--- src/include/ctrl_defs.svh ---
// widths and counts shared by the controller package and RTL
// CTRL_FAST_ID_W must cover CTRL_NUM_FAST_IRQ lines, and 2 + CTRL_FAST_ID_W == CTRL_CAUSE_W
`ifndef CTRL_DEFS_SVH
`define CTRL_DEFS_SVH

// data and address width
`define CTRL_XLEN 32

// number of fast interrupt lines
`define CTRL_NUM_FAST_IRQ 15

// width of a fast interrupt index
`define CTRL_FAST_ID_W 4

// exception cause code width, top bit marks an interrupt
`define CTRL_CAUSE_W 6

`endif
--- src/verilog/ctrl_pkg.sv ---
// types shared by the decode-stage controller
// needs include/ on the include path

`include "ctrl_defs.svh"

package ctrl_pkg;

  // one data or address word
  typedef logic [`CTRL_XLEN-1:0] xlen_t;

  // fetch address selector for the IF stage
  typedef enum logic [1:0] {
    PC_BOOT = 2'd0,
    PC_JUMP = 2'd1,
    PC_EXC  = 2'd2,
    PC_ERET = 2'd3
  } pc_sel_e;

  // vector selector, only looked at with PC_EXC
  typedef enum logic {
    EXC_PC_IRQ = 1'b0,
    EXC_PC_EXC = 1'b1
  } exc_pc_sel_e;

  // mcause codes; fast line n is 48 + n and is built by a cast
  typedef enum logic [`CTRL_CAUSE_W-1:0] {
    EXC_CAUSE_INSTR_ACCESS_FAULT = 6'd1,
    EXC_CAUSE_ILLEGAL_INSN       = 6'd2,
    EXC_CAUSE_BREAKPOINT         = 6'd3,
    EXC_CAUSE_LOAD_ACCESS_FAULT  = 6'd5,
    EXC_CAUSE_STORE_ACCESS_FAULT = 6'd7,
    EXC_CAUSE_ECALL_UMODE        = 6'd8,
    EXC_CAUSE_ECALL_MMODE        = 6'd11,
    EXC_CAUSE_IRQ_SOFTWARE_M     = 6'd35,
    EXC_CAUSE_IRQ_TIMER_M        = 6'd39,
    EXC_CAUSE_IRQ_EXTERNAL_M     = 6'd43,
    EXC_CAUSE_IRQ_NM             = 6'd63
  } exc_cause_e;

  // only U and M modes exist
  typedef enum logic [1:0] {
    PRIV_LVL_U = 2'b00,
    PRIV_LVL_M = 2'b11
  } priv_lvl_e;

  // request lines, already qualified with mie
  typedef struct packed {
    logic                          irq_software;
    logic                          irq_timer;
    logic                          irq_external;
    logic [`CTRL_NUM_FAST_IRQ-1:0] irq_fast;
  } irqs_t;

  // controller FSM states
  typedef enum logic [3:0] {
    RESET, BOOT_SET, WAIT_SLEEP, SLEEP, FIRST_FETCH, DECODE, FLUSH, IRQ_TAKEN
  } ctrl_state_e;

endpackage

--- src/verilog/ctrl_ifs.sv ---
// links from the exception and interrupt blocks into the controller FSM
// plain strobes and levels, no handshake

`timescale 1ns/1ps

//////////////////////////////////////////////////////////////////////
// exception requests, exc_prio -> ctrl_fsm
//////////////////////////////////////////////////////////////////////

interface exc_if import ctrl_pkg::*; ();
  // registered request, any source
  logic       exc_pending;
  // combinational, anything needing FLUSH this cycle
  logic       special_req;
  // valid-qualified special instructions
  logic       mret;
  logic       wfi;
  logic       csr_flush;
  // cause and mtval of the winning exception
  exc_cause_e exc_cause;
  xlen_t      exc_mtval;
  // FSM is in FLUSH, clears the registered requests
  logic       in_flush;

  modport src (output exc_pending, special_req, mret, wfi, csr_flush, exc_cause, exc_mtval,
               input in_flush);
  modport dst (input exc_pending, special_req, mret, wfi, csr_flush, exc_cause, exc_mtval,
               output in_flush);
endinterface

//////////////////////////////////////////////////////////////////////
// interrupt decision, irq_arbiter -> ctrl_fsm
//////////////////////////////////////////////////////////////////////

interface irq_if import ctrl_pkg::*; ();
  logic       take_irq;
  exc_cause_e irq_cause;
  logic       irq_is_nmi;
  // core is running the NMI handler
  logic       nmi_mode;

  modport src (output take_irq, irq_cause, irq_is_nmi, input nmi_mode);
  modport dst (input take_irq, irq_cause, irq_is_nmi, output nmi_mode);
endinterface

--- src/verilog/ctrl_top.sv ---
// decode-stage controller top, plain ports
// no writeback stage, no debug mode, no branch prediction

`timescale 1ns/1ps
`include "ctrl_defs.svh"

module ctrl_top import ctrl_pkg::*; (
  input  logic                  clk_i,
  input  logic                  rst_ni,
  // decoder
  input  logic                  illegal_insn_i,
  input  logic                  ecall_insn_i,
  input  logic                  mret_insn_i,
  input  logic                  wfi_insn_i,
  input  logic                  ebrk_insn_i,
  input  logic                  csr_pipe_flush_i,
  // IF-ID register
  input  logic                  instr_valid_i,
  input  logic [`CTRL_XLEN-1:0] instr_i,
  input  logic [15:0]           instr_compressed_i,
  input  logic                  instr_is_compressed_i,
  input  logic                  instr_fetch_err_i,
  input  logic                  instr_fetch_err_plus2_i,
  input  logic [`CTRL_XLEN-1:0] pc_id_i,
  // LSU
  input  logic [`CTRL_XLEN-1:0] lsu_addr_last_i,
  input  logic                  load_err_i,
  input  logic                  store_err_i,
  // branch unit
  input  logic                  branch_set_i,
  input  logic                  jump_set_i,
  // interrupts
  input  logic                  csr_mstatus_mie_i,
  input  logic                  irq_pending_i,
  input  irqs_t                 irqs_i,
  input  logic                  irq_nm_i,
  // privilege
  input  priv_lvl_e             priv_mode_i,
  input  logic                  csr_mstatus_tw_i,
  input  logic                  stall_id_i,
  // to IF stage and CSRs
  output logic                  ctrl_busy_o,
  output logic                  instr_valid_clear_o,
  output logic                  id_in_ready_o,
  output logic                  controller_run_o,
  output logic                  instr_req_o,
  output logic                  pc_set_o,
  output logic                  csr_save_if_o,
  output logic                  csr_save_id_o,
  output logic                  csr_restore_mret_id_o,
  output logic                  csr_save_cause_o,
  output logic                  flush_id_o,
  output logic                  nmi_mode_o,
  output pc_sel_e               pc_mux_o,
  output exc_pc_sel_e           exc_pc_mux_o,
  output exc_cause_e            exc_cause_o,
  output logic [`CTRL_XLEN-1:0] csr_mtval_o
);

  exc_if exc ();
  irq_if irq ();

  exc_prio u_exc_prio (
    .clk_i, .rst_ni,
    .illegal_insn_i, .ecall_insn_i, .mret_insn_i, .wfi_insn_i, .ebrk_insn_i,
    .csr_pipe_flush_i, .instr_valid_i, .instr_i, .instr_compressed_i,
    .instr_is_compressed_i, .instr_fetch_err_i, .instr_fetch_err_plus2_i, .pc_id_i,
    .lsu_addr_last_i, .load_err_i, .store_err_i, .priv_mode_i, .csr_mstatus_tw_i,
    .exc (exc.src)
  );

  irq_arbiter u_irq_arbiter (
    .csr_mstatus_mie_i, .irq_pending_i, .irqs_i, .irq_nm_i,
    .irq (irq.src)
  );

  ctrl_fsm u_ctrl_fsm (
    .clk_i, .rst_ni, .instr_valid_i, .branch_set_i, .jump_set_i, .instr_fetch_err_i,
    .irq_nm_i, .irq_pending_i, .stall_id_i,
    .exc (exc.dst),
    .irq (irq.dst),
    .ctrl_busy_o, .instr_valid_clear_o, .id_in_ready_o, .controller_run_o, .instr_req_o,
    .pc_set_o, .csr_save_if_o, .csr_save_id_o, .csr_restore_mret_id_o, .csr_save_cause_o,
    .flush_id_o, .nmi_mode_o, .pc_mux_o, .exc_pc_mux_o, .exc_cause_o, .csr_mtval_o
  );

endmodule

--- src/verilog/ctrl_fsm.sv ---
// decode-stage controller FSM: PC redirects, CSR strobes, NMI mode and IF-ID stall control
// first cycle after reset release only arms the boot sequence, so reset outputs stay low

`timescale 1ns/1ps
`include "ctrl_defs.svh"

module ctrl_fsm import ctrl_pkg::*; (
  input  logic                  clk_i,
  input  logic                  rst_ni,
  input  logic                  instr_valid_i,
  input  logic                  branch_set_i,
  input  logic                  jump_set_i,
  input  logic                  instr_fetch_err_i,
  input  logic                  irq_nm_i,
  input  logic                  irq_pending_i,
  input  logic                  stall_id_i,
  exc_if.dst                    exc,
  irq_if.dst                    irq,
  output logic                  ctrl_busy_o,
  output logic                  instr_valid_clear_o,
  output logic                  id_in_ready_o,
  output logic                  controller_run_o,
  output logic                  instr_req_o,
  output logic                  pc_set_o,
  output logic                  csr_save_if_o,
  output logic                  csr_save_id_o,
  output logic                  csr_restore_mret_id_o,
  output logic                  csr_save_cause_o,
  output logic                  flush_id_o,
  output logic                  nmi_mode_o,
  output pc_sel_e               pc_mux_o,
  output exc_pc_sel_e           exc_pc_mux_o,
  output exc_cause_e            exc_cause_o,
  output logic [`CTRL_XLEN-1:0] csr_mtval_o
);

  ctrl_state_e state_q, state_d;
  logic        nmi_mode_q, nmi_mode_d;
  logic        started_q;
  logic        halt_if, retain_id, flush_id;
  logic        fetch_err;

  // only a fetch error can cancel a branch redirect
  assign fetch_err = instr_fetch_err_i & instr_valid_i;

  always_comb begin
    state_d               = state_q;
    nmi_mode_d            = nmi_mode_q;
    instr_req_o           = 1'b1;
    pc_set_o              = 1'b0;
    pc_mux_o              = PC_BOOT;
    exc_pc_mux_o          = EXC_PC_IRQ;
    exc_cause_o           = exc_cause_e'('0);
    csr_mtval_o           = '0;
    csr_save_if_o         = 1'b0;
    csr_save_id_o         = 1'b0;
    csr_restore_mret_id_o = 1'b0;
    csr_save_cause_o      = 1'b0;
    ctrl_busy_o           = 1'b1;
    controller_run_o      = 1'b0;
    halt_if               = 1'b0;
    retain_id             = 1'b0;
    flush_id              = 1'b0;

    unique case (state_q)
      RESET: begin
        instr_req_o = 1'b0;
        // hold off until the first edge after release
        if (started_q) begin
          pc_set_o = 1'b1;
          state_d  = BOOT_SET;
        end
      end
      BOOT_SET: begin
        // load boot address into the fetch PC
        pc_set_o = 1'b1;
        state_d  = FIRST_FETCH;
      end
      WAIT_SLEEP: begin
        ctrl_busy_o = 1'b0;
        instr_req_o = 1'b0;
        halt_if     = 1'b1;
        flush_id    = 1'b1;
        state_d     = SLEEP;
      end
      SLEEP: begin
        instr_req_o = 1'b0;
        halt_if     = 1'b1;
        flush_id    = 1'b1;
        // any pending line wakes, enabled or not
        if (irq_nm_i || irq_pending_i) begin
          state_d = FIRST_FETCH;
        end else begin
          ctrl_busy_o = 1'b0;
        end
      end
      FIRST_FETCH: begin
        if (!stall_id_i) begin
          state_d = DECODE;
        end
        if (irq.take_irq) begin
          halt_if = 1'b1;
          state_d = IRQ_TAKEN;
        end
      end
      DECODE: begin
        controller_run_o = 1'b1;
        // mux set early, only matters with pc_set_o
        pc_mux_o         = PC_JUMP;
        if (exc.special_req) begin
          // keep the instruction in ID for FLUSH to inspect
          retain_id = 1'b1;
          state_d   = FLUSH;
        end
        if (!fetch_err && (branch_set_i || jump_set_i)) begin
          pc_set_o = 1'b1;
        end
        // interrupts wait for the current instruction to finish
        if (irq.take_irq) begin
          halt_if = 1'b1;
          if (!stall_id_i && !exc.special_req) begin
            state_d = IRQ_TAKEN;
          end
        end
      end
      IRQ_TAKEN: begin
        pc_mux_o     = PC_EXC;
        exc_pc_mux_o = EXC_PC_IRQ;
        if (irq.take_irq) begin
          pc_set_o         = 1'b1;
          csr_save_if_o    = 1'b1;
          csr_save_cause_o = 1'b1;
          exc_cause_o      = irq.irq_cause;
          if (irq.irq_is_nmi) begin
            nmi_mode_d = 1'b1;
          end
        end
        state_d = DECODE;
      end
      FLUSH: begin
        halt_if  = 1'b1;
        flush_id = 1'b1;
        state_d  = DECODE;
        if (exc.exc_pending) begin
          // trap: mepc from ID, cause and mtval from exc_prio
          pc_set_o         = 1'b1;
          pc_mux_o         = PC_EXC;
          exc_pc_mux_o     = EXC_PC_EXC;
          csr_save_id_o    = 1'b1;
          csr_save_cause_o = 1'b1;
          exc_cause_o      = exc.exc_cause;
          csr_mtval_o      = exc.exc_mtval;
        end else if (exc.mret) begin
          pc_set_o              = 1'b1;
          pc_mux_o              = PC_ERET;
          csr_restore_mret_id_o = 1'b1;
          nmi_mode_d            = 1'b0;
        end else if (exc.wfi) begin
          state_d = WAIT_SLEEP;
        end else if (exc.csr_flush && irq.take_irq) begin
          // CSR write may have just enabled an interrupt
          state_d = IRQ_TAKEN;
        end
      end
      default: begin
        instr_req_o = 1'b0;
        state_d     = RESET;
      end
    endcase
  end

  //////////////////////////////////////////////////////////////////////
  // stall control
  //////////////////////////////////////////////////////////////////////

  assign id_in_ready_o       = ~stall_id_i & ~halt_if & ~retain_id;
  // retained instruction keeps its valid bit unless flushed
  assign instr_valid_clear_o = ~(stall_id_i | retain_id) | flush_id;
  assign flush_id_o          = flush_id;

  assign exc.in_flush = (state_q == FLUSH);
  assign irq.nmi_mode = nmi_mode_q;
  assign nmi_mode_o   = nmi_mode_q;

  always_ff @(posedge clk_i or negedge rst_ni) begin
    if (!rst_ni) begin
      state_q    <= RESET;
      nmi_mode_q <= 1'b0;
      started_q  <= 1'b0;
    end else begin
      state_q    <= state_d;
      nmi_mode_q <= nmi_mode_d;
      started_q  <= 1'b1;
    end
  end

endmodule

--- src/verilog/irq_arbiter.sv ---
// interrupt take decision and cause, purely combinational
// nested NMIs are not supported: nothing is taken while in NMI mode

`timescale 1ns/1ps
`include "ctrl_defs.svh"

module irq_arbiter import ctrl_pkg::*; (
  input  logic  csr_mstatus_mie_i,
  input  logic  irq_pending_i,
  input  irqs_t irqs_i,
  input  logic  irq_nm_i,
  irq_if.src    irq
);

  logic [`CTRL_FAST_ID_W-1:0] fast_id;
  logic                       fast_any;

  // NMI ignores mstatus.MIE, all others need it
  assign irq.take_irq   = ~irq.nmi_mode & (irq_nm_i | (irq_pending_i & csr_mstatus_mie_i));
  assign irq.irq_is_nmi = irq_nm_i;

  // highest set fast line wins
  always_comb begin
    fast_id = '0;
    for (int i = 0; i < `CTRL_NUM_FAST_IRQ; i++) begin
      if (irqs_i.irq_fast[i]) begin
        fast_id = `CTRL_FAST_ID_W'(i);
      end
    end
  end

  assign fast_any = |irqs_i.irq_fast;

  //////////////////////////////////////////////////////////////////////
  // cause priority: NMI, fast, external, software, timer
  //////////////////////////////////////////////////////////////////////

  always_comb begin
    if (irq_nm_i) begin
      irq.irq_cause = EXC_CAUSE_IRQ_NM;
    end else if (fast_any) begin
      // interrupt flag plus 16 on top of the line index
      irq.irq_cause = exc_cause_e'({2'b11, fast_id});
    end else if (irqs_i.irq_external) begin
      irq.irq_cause = EXC_CAUSE_IRQ_EXTERNAL_M;
    end else if (irqs_i.irq_software) begin
      irq.irq_cause = EXC_CAUSE_IRQ_SOFTWARE_M;
    end else begin
      // timer, the only line left once take_irq is high
      irq.irq_cause = EXC_CAUSE_IRQ_TIMER_M;
    end
  end

endmodule

--- src/verilog/exc_prio.sv ---
// synchronous exception detection and priority for the instruction in ID
// decoder flags are not valid-qualified on input; LSU errors arrive without instr_valid_i

`timescale 1ns/1ps
`include "ctrl_defs.svh"

module exc_prio import ctrl_pkg::*; (
  input  logic                  clk_i,
  input  logic                  rst_ni,
  // decoder
  input  logic                  illegal_insn_i,
  input  logic                  ecall_insn_i,
  input  logic                  mret_insn_i,
  input  logic                  wfi_insn_i,
  input  logic                  ebrk_insn_i,
  input  logic                  csr_pipe_flush_i,
  // IF-ID register
  input  logic                  instr_valid_i,
  input  logic [`CTRL_XLEN-1:0] instr_i,
  input  logic [15:0]           instr_compressed_i,
  input  logic                  instr_is_compressed_i,
  input  logic                  instr_fetch_err_i,
  input  logic                  instr_fetch_err_plus2_i,
  input  logic [`CTRL_XLEN-1:0] pc_id_i,
  // LSU
  input  logic [`CTRL_XLEN-1:0] lsu_addr_last_i,
  input  logic                  load_err_i,
  input  logic                  store_err_i,
  // privilege
  input  priv_lvl_e             priv_mode_i,
  input  logic                  csr_mstatus_tw_i,
  exc_if.src                    exc
);

  logic ecall_insn, mret_insn, wfi_insn, ebrk_insn, csr_flush, fetch_err;
  logic illegal_umode;
  logic illegal_insn_d, illegal_insn_q;
  logic exc_req_d, exc_req_q;
  logic load_err_q, store_err_q;

  // decoder flags only count with a valid instruction
  assign ecall_insn = ecall_insn_i      & instr_valid_i;
  assign mret_insn  = mret_insn_i       & instr_valid_i;
  assign wfi_insn   = wfi_insn_i        & instr_valid_i;
  assign ebrk_insn  = ebrk_insn_i       & instr_valid_i;
  assign csr_flush  = csr_pipe_flush_i  & instr_valid_i;
  assign fetch_err  = instr_fetch_err_i & instr_valid_i;

  // MRET, and WFI under mstatus.TW, trap outside M-mode
  assign illegal_umode = (priv_mode_i != PRIV_LVL_M) &
                         (mret_insn | (csr_mstatus_tw_i & wfi_insn));

  // illegal_insn_i has no valid qualifier of its own
  assign illegal_insn_d = ((illegal_insn_i & instr_valid_i) | illegal_umode) & ~exc.in_flush;
  assign exc_req_d      = (ecall_insn | ebrk_insn | illegal_insn_d | fetch_err) & ~exc.in_flush;

  // requests are seen in DECODE and acted on in FLUSH one cycle later
  always_ff @(posedge clk_i or negedge rst_ni) begin
    if (!rst_ni) begin
      illegal_insn_q <= 1'b0;
      exc_req_q      <= 1'b0;
      load_err_q     <= 1'b0;
      store_err_q    <= 1'b0;
    end else begin
      illegal_insn_q <= illegal_insn_d;
      exc_req_q      <= exc_req_d;
      load_err_q     <= load_err_i  & ~exc.in_flush;
      store_err_q    <= store_err_i & ~exc.in_flush;
    end
  end

  assign exc.exc_pending = exc_req_q | load_err_q | store_err_q;
  assign exc.special_req = mret_insn | wfi_insn | csr_flush | exc_req_d | load_err_i | store_err_i;
  assign exc.mret        = mret_insn;
  assign exc.wfi         = wfi_insn;
  assign exc.csr_flush   = csr_flush;

  // one winner, ordered as in the privileged spec
  always_comb begin
    exc.exc_cause = exc_cause_e'('0);
    exc.exc_mtval = '0;
    if (fetch_err) begin
      exc.exc_cause = EXC_CAUSE_INSTR_ACCESS_FAULT;
      // fault in the upper half of a word-straddling instruction
      exc.exc_mtval = instr_fetch_err_plus2_i ? pc_id_i + xlen_t'(2) : pc_id_i;
    end else if (illegal_insn_q) begin
      exc.exc_cause = EXC_CAUSE_ILLEGAL_INSN;
      exc.exc_mtval = instr_is_compressed_i ? xlen_t'(instr_compressed_i) : instr_i;
    end else if (ecall_insn) begin
      exc.exc_cause = (priv_mode_i == PRIV_LVL_M) ? EXC_CAUSE_ECALL_MMODE
                                                  : EXC_CAUSE_ECALL_UMODE;
    end else if (ebrk_insn) begin
      exc.exc_cause = EXC_CAUSE_BREAKPOINT;
    end else if (store_err_q) begin
      exc.exc_cause = EXC_CAUSE_STORE_ACCESS_FAULT;
      exc.exc_mtval = lsu_addr_last_i;
    end else if (load_err_q) begin
      exc.exc_cause = EXC_CAUSE_LOAD_ACCESS_FAULT;
      exc.exc_mtval = lsu_addr_last_i;
    end
  end

endmodule

--- config.mk ---
export PLATFORM = sky130hd
export DESIGN_NAME = ctrl_top
export DESIGN_NICKNAME = d
export VERILOG_FILES = /design/src/verilog/ctrl_pkg.sv /design/src/verilog/ctrl_ifs.sv /design/src/verilog/ctrl_top.sv /design/src/verilog/ctrl_fsm.sv /design/src/verilog/irq_arbiter.sv /design/src/verilog/exc_prio.sv
export VERILOG_INCLUDE_DIRS = /design/src /design/src/include
export SDC_FILE = /design/constraint.sdc
export NUM_CORES = 1
export LEC_CHECK = 0
export ABC_AREA = 1
export BUFFER_PORTS_ARGS = -buffer_cell sky130_fd_sc_hd__buf_4
export CORE_MARGIN = 5
export CORE_UTILIZATION = 30
export DETAILED_ROUTE_END_ITERATION = 6
export GPL_ROUTABILITY_DRIVEN = 0
export GPL_TIMING_DRIVEN = 0
export PLACE_DENSITY = 0.64
export RECOVER_POWER = 100
export SLEW_MARGIN = 10
export SYNTH_ARGS = -nofsm -noshare
export SYNTH_HDL_FRONTEND = slang
export SYNTH_SLANG_ARGS = --single-unit
--- constraint.sdc ---
create_clock -name clk_i -period 2.7 [get_ports clk_i]
set_clock_uncertainty 0.2 [all_clocks]
set_input_delay 0 -clock clk_i [delete_from_list [all_inputs] [get_ports clk_i]]
set_output_delay 0 -clock clk_i [all_outputs]
set_load 0.03 [all_outputs]
# After elaboration in Yosys (flattened, before gate mapping)
# Index checks and enable logic that the tools add are counted.
# W data, S select, Z words.
[totals]
regBits = 10
inputBits = 153
out_inout_bits = 53
wordCells = 156
[classes]
add_sub_neg = 1
eq_ne = 16
muxes = 78
bitwise_logic = 38
reduce_logical = 16
[op_table]
columns = ["op", "count"]
rows = [
  ["$mux W32", 10],
  ["$mux W4", 17],
  ["$mux W6", 10],
  ["$add A32 B2 Y32 const B", 1],
  ["$pmux W4 S8", 1],
  ["$mux W1", 21],
  ["$mux W3", 6],
  ["$and A1 B1 Y1", 17],
  ["$eq A4 B3 Y1 const B", 4],
  ["$or A1 B1 Y1", 15],
  ["$reduce_or A15 Y1", 1],
  ["$mux W2", 6],
  ["$pmux W6 S2", 1],
  ["$eq A4 B2 Y1 const B", 2],
  ["$ne A2 B2 Y1 const B", 4],
  ["$pmux W1 S2", 4],
  ["$ne A2 B1 Y1 const B", 3],
  ["$not A1 Y1", 6],
  ["$pmux W2 S3", 1],
  ["$pmux W1 S5", 1],
  ["$reduce_and A5 Y1", 1],
  ["$reduce_or A5 Y1", 1],
  ["$eq A4 B1 Y1 const B", 1],
  ["$logic_not A4 Y1", 1],
  ["9 further kinds", 14],
]

# Logic depth before layout (Yosys ltp)
# Gate-level depths: netlist of run 1.
[depth]
depth_word = 18
ltp_mapped = 17
ltp_nobuf = 17

# Cells and area by module
# From an unflattened synthesis of run 1, not the netlist that was laid out.
[unflattened]
hier_cells = 705
hier_area_um2 = 3428.3
[modules_own_cells]
columns = ["mod", "instances", "cells_per_inst", "area_per_inst_um2", "seq_area_each_um2"]
rows = [
  ["exc_prio", 1, 459, 2197.1, 100.1],
  ["ctrl_fsm", 1, 186, 978.4, 150.1],
  ["irq_arbiter", 1, 60, 252.7, 0.0],
]

# Worst setup path before layout of run 1
# No wires, ideal clock.
[synth_timing]
kind = "register to register"
startpoint = "reg u_exc_prio.store_err_q"
endpoint = "reg u_ctrl_fsm.nmi_mode_q (netlist: u_ctrl_fsm.irq.nmi_mode)"
setup_ps = 80
arrival_ps = 1961
t_required_ps = 2420
path_slack_ps = 459
stages_incl_launch_ff = 7
n_path_buf = 0
period_less_slack_ps = 2241
cell_sequence = "dfrtp_1 > nor2_1 > inv_1 > or2_2 > nor3_1 > o22ai_1 > a21oi_1"
[synth_between]
elab_chain_len = 3
[synth_rtl]
columns = ["item", "line", "source"]
rows = [
  ["start, declared", "exc_prio.sv:39", "logic load_err_q, store_err_q;"],
  ["start signal, assigned", "exc_prio.sv:68", "store_err_q <= store_err_i & ~exc.in_flush;"],
  ["$or A1 B1 Y1", "exc_prio.sv:72", "assign exc.exc_pending = exc_req_q | load_err_q | store_err_q;"],
  ["$ne A2 B2 Y1 (no line)", "--", ""],
  ["$reduce_and A5 Y1 (no line)", "--", ""],
  ["end signal, assigned", "ctrl_fsm.sv:192", "nmi_mode_q <= nmi_mode_d;"],
  ["end, declared", "ctrl_fsm.sv:38", "logic nmi_mode_q, nmi_mode_d;"],
]
# Every way passes these cells.
# A chain may end at the register's enable or synchronous reset.

# Worst setup path after layout of run 1
[layout_timing]
startpoint = "reg u_ctrl_fsm.state_q[0]"
endpoint = "out csr_mtval_o[0]"
[layout_between]
elab_chain_len = 2
[layout_rtl]
columns = ["item", "line", "source"]
rows = [
  ["start, declared", "ctrl_fsm.sv:37", "ctrl_state_e state_q, state_d;"],
  ["start signal, assigned", "ctrl_fsm.sv:191", "state_q <= state_d;"],
  ["$eq A4 B3 Y1", "ctrl_fsm.sv:65", "unique case (state_q)"],
  ["$mux W32", "ctrl_fsm.sv:65", ""],
  ["end, declared", "ctrl_top.sv:57", "output logic [`CTRL_XLEN-1:0] csr_mtval_o"],
]
# Every way passes these cells.

==> results of run 1 <==
## logic make-up (layout without fill, tap and decap cells)
group	Yosys count	in the layout	synth area share [%]
xor gates and xnor gates	2	2	0.6299
other	2	2	0.2700
buffers and inverters	104	321	14.75
adders and majority gates	1	1	0.4498
AOI/OAI and AO/OA	130	130	26.14
DFF	10	10	8.997
and+or+nand+nor	283	283	48.76
## per-stage QoR
stage          setup slack [ps]  total power, W  cell area [um2]
2_1_floorplan             459.1       0.0005597             2781
4_1_cts                   216.1        0.001117             4599
5_1_grt                   26.24        0.001173             4459
3_5_place_dp              491.1       0.0009052             4444
6_report                  240.1        0.001092             4459
3_3_place_gp              496.4       0.0008940             4444
## area by class of cell
type                    count  area [um2]  share of cell area (%)
inverters                  82       307.8                   6.902
clock buffers               4       55.05                   1.235
well taps                 111       138.9                   3.114
flip-flops and latches     10       250.2                   5.612
repair buffers            213        1490                   33.42
multi-input cells         418        2115                   47.42
plain buffers              22       102.6                   2.301
## per-layer routing
| layer | wire length [um] | GRT usage, % |
|---|---|---|
| met5 | 0 | 0 |
| met3 | 1075 | 3.400 |
| met4 | 157 | 4.718 |
| met1 | 5725 | 28.38 |
| met2 | 6771 | 41.09 |
## sequential cells by signal, summed over array words and instances (netlist names)
register,count
u_exc_prio.load_err_q,1
u_exc_prio.illegal_insn_q,1
u_exc_prio.exc_req_q,1
u_ctrl_fsm.state_q,4
u_exc_prio.store_err_q,1
u_ctrl_fsm.irq.nmi_mode,1
u_ctrl_fsm.started_q,1
## power by group through the flow
stage	clock [W]	combinational (W)	sequential, W
after global placement	0	0.000703	0.000191
after detailed placement	0	0.000714	0.000192
final	0.000194	0.000709	0.000190
after floorplan	0	0.000370	0.000190
after CTS	0.000199	0.000729	0.000189
after global routing	0.000207	0.000774	0.000193
## how the worst max path moves through the flow
stage	start	to	slack, ps	cells after the start
4_1_cts	u_ctrl_fsm.state_q[0]$_DFFE_PN0P_	csr_mtval_o[6]	220	9
2_1_floorplan	u_exc_prio.store_err_q$_DFF_PN0_	u_ctrl_fsm.irq.nmi_mode$_DFFE_PN0P_	460	6
6_report	u_ctrl_fsm.state_q[0]$_DFFE_PN0P_	csr_mtval_o[0]	240	9
5_1_grt	u_ctrl_fsm.state_q[0]$_DFFE_PN0P_	csr_mtval_o[0]	30	9
3_3_place_gp	u_ctrl_fsm.state_q[0]$_DFFE_PN0P_	csr_mtval_o[0]	500	9
3_5_place_dp	u_ctrl_fsm.state_q[0]$_DFFE_PN0P_	csr_mtval_o[6]	490	9
## repair_timing
action,CTS,global route
resized for setup,0,1
endpoints found under the setup margin,0,2
setup buffers,0,0
endpoints found under the hold margin,18,0
hold buffers,10,0
## worst register-to-register path: stages, from the launching register on
cell	delay, ps
dfrtp_1	370
nor2_1	120
inv_1	70
or2_2	320
o21ai_0	340
o211ai_1	190
nor3b_1	250
nand2_1	80
inv_1	60
o21ai_0	80
## synthesized netlist by cell type (2+ instances only)
cell and number:
o31ai_1 6, nand4_1 13, nor3b_1 2, or2_0 2, nor2_4 3, dfrtp_1 10, a21oi_1 39, or2_2 2
clkbuf_1 12, clkinv_1 2, a31oi_1 6, buf_2 7, o22ai_1 2, nand2_2 2, buf_4 3, o211ai_1 5
nor2_1 56, conb_1 2, inv_1 79, nand2_1 109, a211oi_1 4, nand3_1 59, o311ai_0 2, nor3_1 19
nor4_1 5, o21ai_0 59, nand2_4 2
==> run summary, run 1 <==
vias in the first global route - 4214
hold path start - instr_valid_i
Area Growth Syn to Fin - 60.32%
Buf+Inv Stages, Crit Path - 5
worst hold margin - 25.08 ps
Pleak - 2.356 nW
Tcrit/Tclk final - 91.11%
die width - 106.3 um
core region area - 9153 um2
Min-Delay Endpoint - u_exc_prio.exc_req_q$_DFF_PN0_
Hold Crit Depth - 5
failing checks - design-rule violations
Logic pwr share - 64.9%
Clock Power Share - 17.8%
CP top delay family - buffers and inverters
Hold Crit Class - in -> reg
drt total wl - 13.73 mm
Post-Syn Area - 2781 um2
layout cells sized above 1 - 28.04%
Fmax - 406.5 MHz
outcome - complete, but fails checks
critical path cell sequence - clkinv_1 -> nand3_1 -> inv_2 -> nand2_2 -> inv_1 -> clkbuf_2 -> o21ai_0 -> nor2_1 -> clkbuf_2
FP Rows - 35
vias per cell - 5.114
syn avg cell area - 5.228 um2
EDFF count, synth - 0
Clk pin slew, worst setup/hold paths - 50 ps
VDD IR max - 0.0003931 V
Final Hold Viols - 0
GRT Residual Overflow - 0
max-cap violations - 0
fin crit period - 2460 ps
critical path's slowest cell - dfrtp_1
Ports - 206
GRT Overall Usage - 22.71%
RSZ-0062 raised after global routing - no
initial DRC count - 314
Yosys top cell area share - 14.71%
Residual DRC - 3
synth top area cells - nand2_1 15%, inv_1 11%, nand3_1 11%, o21ai_0 11%, dfrtp_1 9.0%
non-filler instance count after layout - 860
ANT nets after route - 0
r2r endpoint - u_ctrl_fsm.state_q[0]$_DFFE_PN0P_
total vias in the final route - 4398
Worst R2R Path Depth - 9
# setup viols final - 0
CTS tree - built
RR Startpoint - u_exc_prio.store_err_q$_DFF_PN0_
CP Launch Type - register
fin util - 48.72%
largest net degree at the start of global routing - 12
IO buf count - 203
commonest non-fill, non-tap cell in the layout - buf_4
Cells after DPL - 846
max incr delay on CP - 380 ps
Setup TNS - 0 ps
Flop pwr share - 17.4%
Async S/R FF share, synth - 100.0%
r2r setup slk - 500 ps
initial antenna violation count - 0
Slew Viols, Final - 0
sw power - 0.0005035 W
syn_nets - 686
hpwl dp - 11.53 mm
Pwr Density - 244.9 nW/um2
clock sink count - 10
count of cell types in the netlist - 47
diodes inserted - 0
H-Tree Level Count - 1
root buf cell - clkbuf_8
synthesis-stage register bit count - 10
first-pass GRT wire length - 20.66 mm
worst slew pin tran - 615.0 ps
max_slew headroom - 59.00%
switching share of power - 46.10%
Crit. End Element - primary output
Critical Path RT - 2500 ps
number of fillers in the final layout - 1040
clock buffer depth - 2
initial core utilization - 30.39%
Most common cell on crit path - clkbuf_2
nets - 904
Clock Latency Late Sink - 250 ps
Post-synth top flop - dfrtp_1
die area - 11300 um2
post-synthesis sequential area ratio - 8.997%
Routed WL per cell - 15.97 um
commonest cells after routing, fill and taps aside - 161 x buf_4, 109 x nand2_1, 78 x inv_1
TritonCTS Buffers - 3
Ys Warns - 0
Die Span Y - 106.3 um
Pint - 0.0005887 W
post-synth top area cell - nand2_1
Worst EP arrival - 2260 ps
First-pass DRT Iterations - 7
Setup CP Type - reg -> out
maximum fanout along the worst path - 10
Mapped Cells - 532
No activity file was read; power rests on OpenSTA's default activity.
==> inputs of run 2 (changes only) <==
==> constraint.sdc (replaced) <==
create_clock -name clk_i -period 2.3 [get_ports clk_i]
set_clock_uncertainty 0.2 [all_clocks]
set_input_delay 0 -clock clk_i [delete_from_list [all_inputs] [get_ports clk_i]]
set_output_delay 0 -clock clk_i [all_outputs]
set_load 0.03 [all_outputs]
==> run 2 against run 1 <==
Compared with the run above: the run now ends clean; wire length shrank 0.42%; sequential share of layout area down 0.16 points; critical path depth up 1; critical path type unchanged; sequential power increased by 22%.
==> run summary, run 2 (synthesized netlist as in run 1, its figures left out) <==
outcome - complete, no violations
largest register by flop count - u_ctrl_fsm.state_q
vias per cell - 5.099
grt peak-use layer - met2
Residual DRC - 0
initial core utilization - 30.39%
Clock Latency Late Sink - 240 ps
GRT Overall Usage - 22.71%
Area Growth Syn to Fin - 64.91%
hpwl dp - 11.53 mm
largest net degree at the start of global routing - 12
IO buf count - 203
Die Span Y - 106.3 um
hold path start - instr_valid_i
die area - 11300 um2
Slew Viols, Final - 0
CTS tree - built
root buf cell - clkbuf_8
Routed WL per cell - 15.86 um
Pwr Density - 293.5 nW/um2
core region area - 9153 um2
Largest register FFs - 4
diodes inserted - 0
Worst EP arrival - 2010 ps
Place WS - 91.09 ps
commonest non-fill, non-tap cell in the layout - buf_4
drt total wl - 13.67 mm
ANT nets after route - 0
met1 Resource Use GR - 28.42%
initial DRC count - 301
max_slew headroom - 58.34%
Setup CP Type - reg -> out
fin crit period - 2210 ps
H-Tree Level Count - 1
Final Hold Viols - 0
total vias in the final route - 4395
nets - 906
Crit. End Element - primary output
initial antenna violation count - 0
RSZ-0062 raised after global routing - no
FP Rows - 35
Tcrit/Tclk final - 96.08%
Setup TNS - 0 ps
TritonCTS Buffers - 3
vias in the first global route - 4216
first-pass GRT wire length - 20.67 mm
RR Startpoint - u_exc_prio.store_err_q$_DFF_PN0_
commonest cells after routing, fill and taps aside - 175 x buf_4, 109 x nand2_1, 76 x inv_1
clock buffer depth - 2
Pleak - 2.453 nW
Fmax - 452.5 MHz
met3 global-route usage - 3.400%
VDD IR max - 0.0004657 V
clock sink count - 10
GR met2 Demand/Resource - 41.04%
GRT Residual Overflow - 0
crit path launch - u_ctrl_fsm.state_q[3]$_DFFE_PN0P_
max-cap violations - 0
Ports - 206
layout cells sized above 1 - 31.96%
number of fillers in the final layout - 1009
die width - 106.3 um
maximum fanout along the worst path - 5
Hold Crit Class - in -> reg
Final WS setup - 90.27 ps
CP Launch Type - register
worst slew pin tran - 624.9 ps
Critical Path RT - 2100 ps
Clk pin slew, worst setup/hold paths - 50 ps
# setup viols final - 0
First-pass DRT Iterations - 5
## run 2: changes by cell type in the layout (fill, tap and decap cells not counted), sizes merged
cell      before  now
buf          166  185
clkbuf        63   46
clkinv         2    1
clkinvlp       0    1
## run 2: through the flow
step | total power, W | utilization, % | cells | hold slack, ps | cell area [um2]
6_report | 0.001346 | 50.12 | 862 | 23.57 | 4587
4_1_cts | 0.001316 | 50.36 | 860 | 4.710 | 4609
3_5_place_dp | 0.001063 | 48.56 | 846 | -363.7 | 4444
3_3_place_gp | 0.001050 | 48.56 | 846 | -363.7 | 4444
2_1_floorplan | 0.0006571 | - | 532 | -495.6 | 2781
5_1_grt | 0.001445 | 50.12 | 862 | 43.27 | 4587
## run 2: power breakdown
group          switching [W]  internal [W]  leakage, nW  total [W]
sequential         0.0000258      0.000205        0.119   0.000231
combinational       0.000513      0.000375         2.31   0.000889
clock              0.0000756      0.000151       0.0288   0.000227
## run 2: per-layer routing
metal | vias to the layer above | part of all wire [%]
met3 | 13 | 8.4
met2 | 196 | 50
met1 | 1953 | 41
met4 | 0 | 1.2
li1 | 2233 | -
met5 | - | 0
## run 2: final timing paths
path	to	slack, ps	cells past startpoint
setup reg to reg	u_ctrl_fsm.state_q[0]$_DFFE_PN0P_	320	9
min in group asynchronous	u_ctrl_fsm.state_q[1]$_DFFE_PN0P_	580	3
setup / recovery	pc_set_o	90	10
hold / removal	u_exc_prio.exc_req_q$_DFF_PN0_	20	5
hold reg to reg	u_ctrl_fsm.irq.nmi_mode$_DFFE_PN0P_	350	2
max in group asynchronous	u_exc_prio.illegal_insn_q$_DFF_PN0_	1000	3
## run 2: worst max-delay path, stage by stage (launching register included)
cell and delay (ps):
dfrtp_1 400, nor2_4 150, inv_1 90, nor2_1 150, inv_1 100, nor2_1 340, o211ai_1 170, nand3_1 110
nor2_1 40, nand2_1 70, buf_4 150
## run 2: repair_timing
action / 4_1_cts / 5_1_grt
buffers inserted: 0 / 2
endpoints found under the hold margin: 18 / 0
hold buffers: 10 / 0
resized for setup: 4 / 10
endpoints found under the setup margin: 24 / 34
pin swaps: 0 / 1
## run 2: area by class of cell
type | count | area (um2) | area share [%]
multi-input cells | 418 | 2151 | 46.89
well taps | 111 | 138.9 | 3.028
flip-flops and latches | 10 | 250.2 | 5.456
clock buffers | 4 | 55.05 | 1.200
plain buffers | 22 | 110.1 | 2.400
inverters | 82 | 314.1 | 6.847
repair buffers | 215 | 1568 | 34.18
==> inputs of run 3 (changes only) <==
--- a/config.mk
+++ b/config.mk
@@ -13,6 +13,7 @@
 export DETAILED_ROUTE_END_ITERATION = 6
 export GPL_ROUTABILITY_DRIVEN = 0
 export GPL_TIMING_DRIVEN = 0
+export HOLD_SLACK_MARGIN = 0.12
 export PLACE_DENSITY = 0.64
 export RECOVER_POWER = 100
 export SLEW_MARGIN = 10
==> run 3 against run 2 <==
Compared with the run above: sequential cell count is the same; core utilization rose by 0.66 points; global-route usage hardly changed; sequential power hardly changed; via count is 0.23% higher; highest routed layer unchanged; first-iteration DRC count decreased by 8.0%; final cell count increased by 0.70%; maximum frequency shrank 0.58%; non-clock buffer count rose by 6; largest cell class unchanged; worst setup slack worse by 13 ps; clock-buffer cell count is the same.
==> run summary, run 3 (synthesized netlist as in run 1, its figures left out) <==
ANT nets after route - 0
vias in the first global route - 4216
max incr delay on CP - 400 ps
max_slew headroom - 58.00%
Crit. End Element - primary output
Ports - 206
commonest non-fill, non-tap cell in the layout - buf_4
vias per cell - 5.075
first-pass GRT wire length - 20.67 mm
max-cap violations - 0
placed inst area - 4444 um2
IO buf count - 203
Critical Path RT - 2100 ps
GRT Residual Overflow - 0
initial antenna violation count - 0
Worst EP arrival - 2020 ps
drt total wl - 13.78 mm
Setup TNS - 0 ps
Hold Crit Class - in -> reg
initial core utilization - 30.39%
H-Tree Level Count - 1
layout cells sized above 1 - 31.70%
routed wl met2 - 6.847 mm
Pleak - 2.476 nW
DR WL met3 - 1.110 mm
nets - 912
Largest register FFs - 4
Fmax - 449.9 MHz
TritonCTS Buffers - 3
Routed WL per cell - 15.88 um
GRT Overall Usage - 22.72%
critical path cell sequence - nor2_4 -> inv_1 -> nor2_1 -> inv_1 -> nor2_1 -> o211ai_1 -> nand3_1 -> nor2_1 -> nand2_1 -> buf_4
Slew Viols, Final - 0
Most common cell on crit path - nor2_1
clock sink count - 10
critical path's slowest cell - dfrtp_1
top sig layer - met4
fin crit period - 2223 ps
die width - 106.3 um
commonest cells after routing, fill and taps aside - 177 x buf_4, 109 x nand2_1, 76 x inv_1
hpwl dp - 11.53 mm
initial DRC count - 277
clock buffer depth - 2
largest register by flop count - u_ctrl_fsm.state_q
VDD IR max - 0.0003336 V
maximum fanout along the worst path - 5
root buf cell - clkbuf_8
Clock Latency Late Sink - 250 ps
Tcrit/Tclk final - 96.64%
Pwr Density - 292.8 nW/um2
Clk pin slew, worst setup/hold paths - 50 ps
CTS tree - built
core region area - 9153 um2
worst slew pin tran - 630.0 ps
die area - 11300 um2
diodes inserted - 0
Final Hold Viols - 0
Area Growth Syn to Fin - 67.07%
wl on met1 - 5.661 mm
Residual DRC - 0
First-pass DRT Iterations - 4
outcome - complete, no violations
Die Span Y - 106.3 um
CP Launch Type - register
total vias in the final route - 4405
largest net degree at the start of global routing - 12
Setup CP Type - reg -> out
# setup viols final - 0
FP Rows - 35
cell area after layout - 4647 um2
RSZ-0062 raised after global routing - no
[run 3: final timing paths]
check,startpoint,endpoint,slack [ps],cells past startpoint
setup / recovery,u_ctrl_fsm.state_q[3]$_DFFE_PN0P_,pc_set_o,80,10
hold / removal,csr_mstatus_mie_i,u_ctrl_fsm.state_q[2]$_DFFE_PN0P_,180,6
setup reg to reg,u_exc_prio.store_err_q$_DFF_PN0_,u_ctrl_fsm.state_q[1]$_DFFE_PN0P_,160,7
hold reg to reg,u_ctrl_fsm.irq.nmi_mode$_DFFE_PN0P_,u_ctrl_fsm.irq.nmi_mode$_DFFE_PN0P_,350,2
max in group asynchronous,rst_ni,u_exc_prio.illegal_insn_q$_DFF_PN0_,980,3
min in group asynchronous,rst_ni,u_ctrl_fsm.state_q[1]$_DFFE_PN0P_,590,3
[run 3: metal layers]
metal	vias to the layer above	global-route usage (%)
li1	2246	-
met1	1958	28.31
met2	188	41.18
met3	13	3.461
met4	0	4.718
met5	-	0
[run 3: worst max-delay path, delay by kind of cell (launching register included)]
family,cells,cell delay (ps)
AOI/OAI and AO/OA,1,170
buffers and inverters,3,350
DFF,1,400
and+or+nand+nor,6,870
[run 3: power by group]
part / leakage [nW] / switching [W] / internal (W)
sequential: 0.119 / 0.0000257 / 0.000205
combinational: 2.33 / 0.000517 / 0.000384
clock: 0.0288 / 0.0000775 / 0.000151
[run 3: per-stage QoR]
| step | setup WS (ps) | hold slack (ps) | instances | power [W] | util [%] |
|---|---|---|---|---|---|
| 5_1_grt | 2.867 | 221.3 | 868 | 0.001456 | 50.77 |
| 4_1_cts | 46.27 | 169.0 | 866 | 0.001324 | 51.02 |
| 3_5_place_dp | 91.09 | -363.7 | 846 | 0.001063 | 48.56 |
| 3_3_place_gp | 96.44 | -363.7 | 846 | 0.001050 | 48.56 |
| 2_1_floorplan | 59.13 | -495.6 | 532 | 0.0006571 | - |
| 6_report | 77.28 | 183.4 | 868 | 0.001361 | 50.77 |
[run 3: area by class of cell]
cell class,instances,area (um2)
Fill cell,997,4506
Buffer,22,110.1
Tap cell,111,138.9
Clock buffer,4,55.05
Timing Repair Buffer,221,1628
Inverter,82,314.1
Multi-Input combinational cell,418,2151
Sequential cell,10,250.2
[run 3: repair_timing]
action                                  in CTS  in global routing
pin swaps                                    0                  1
resized for setup                            4                 10
buffers inserted                             0                  2
endpoints found under the setup margin      24                 34
endpoints found under the hold margin       19                  0
hold buffers                                16                  0
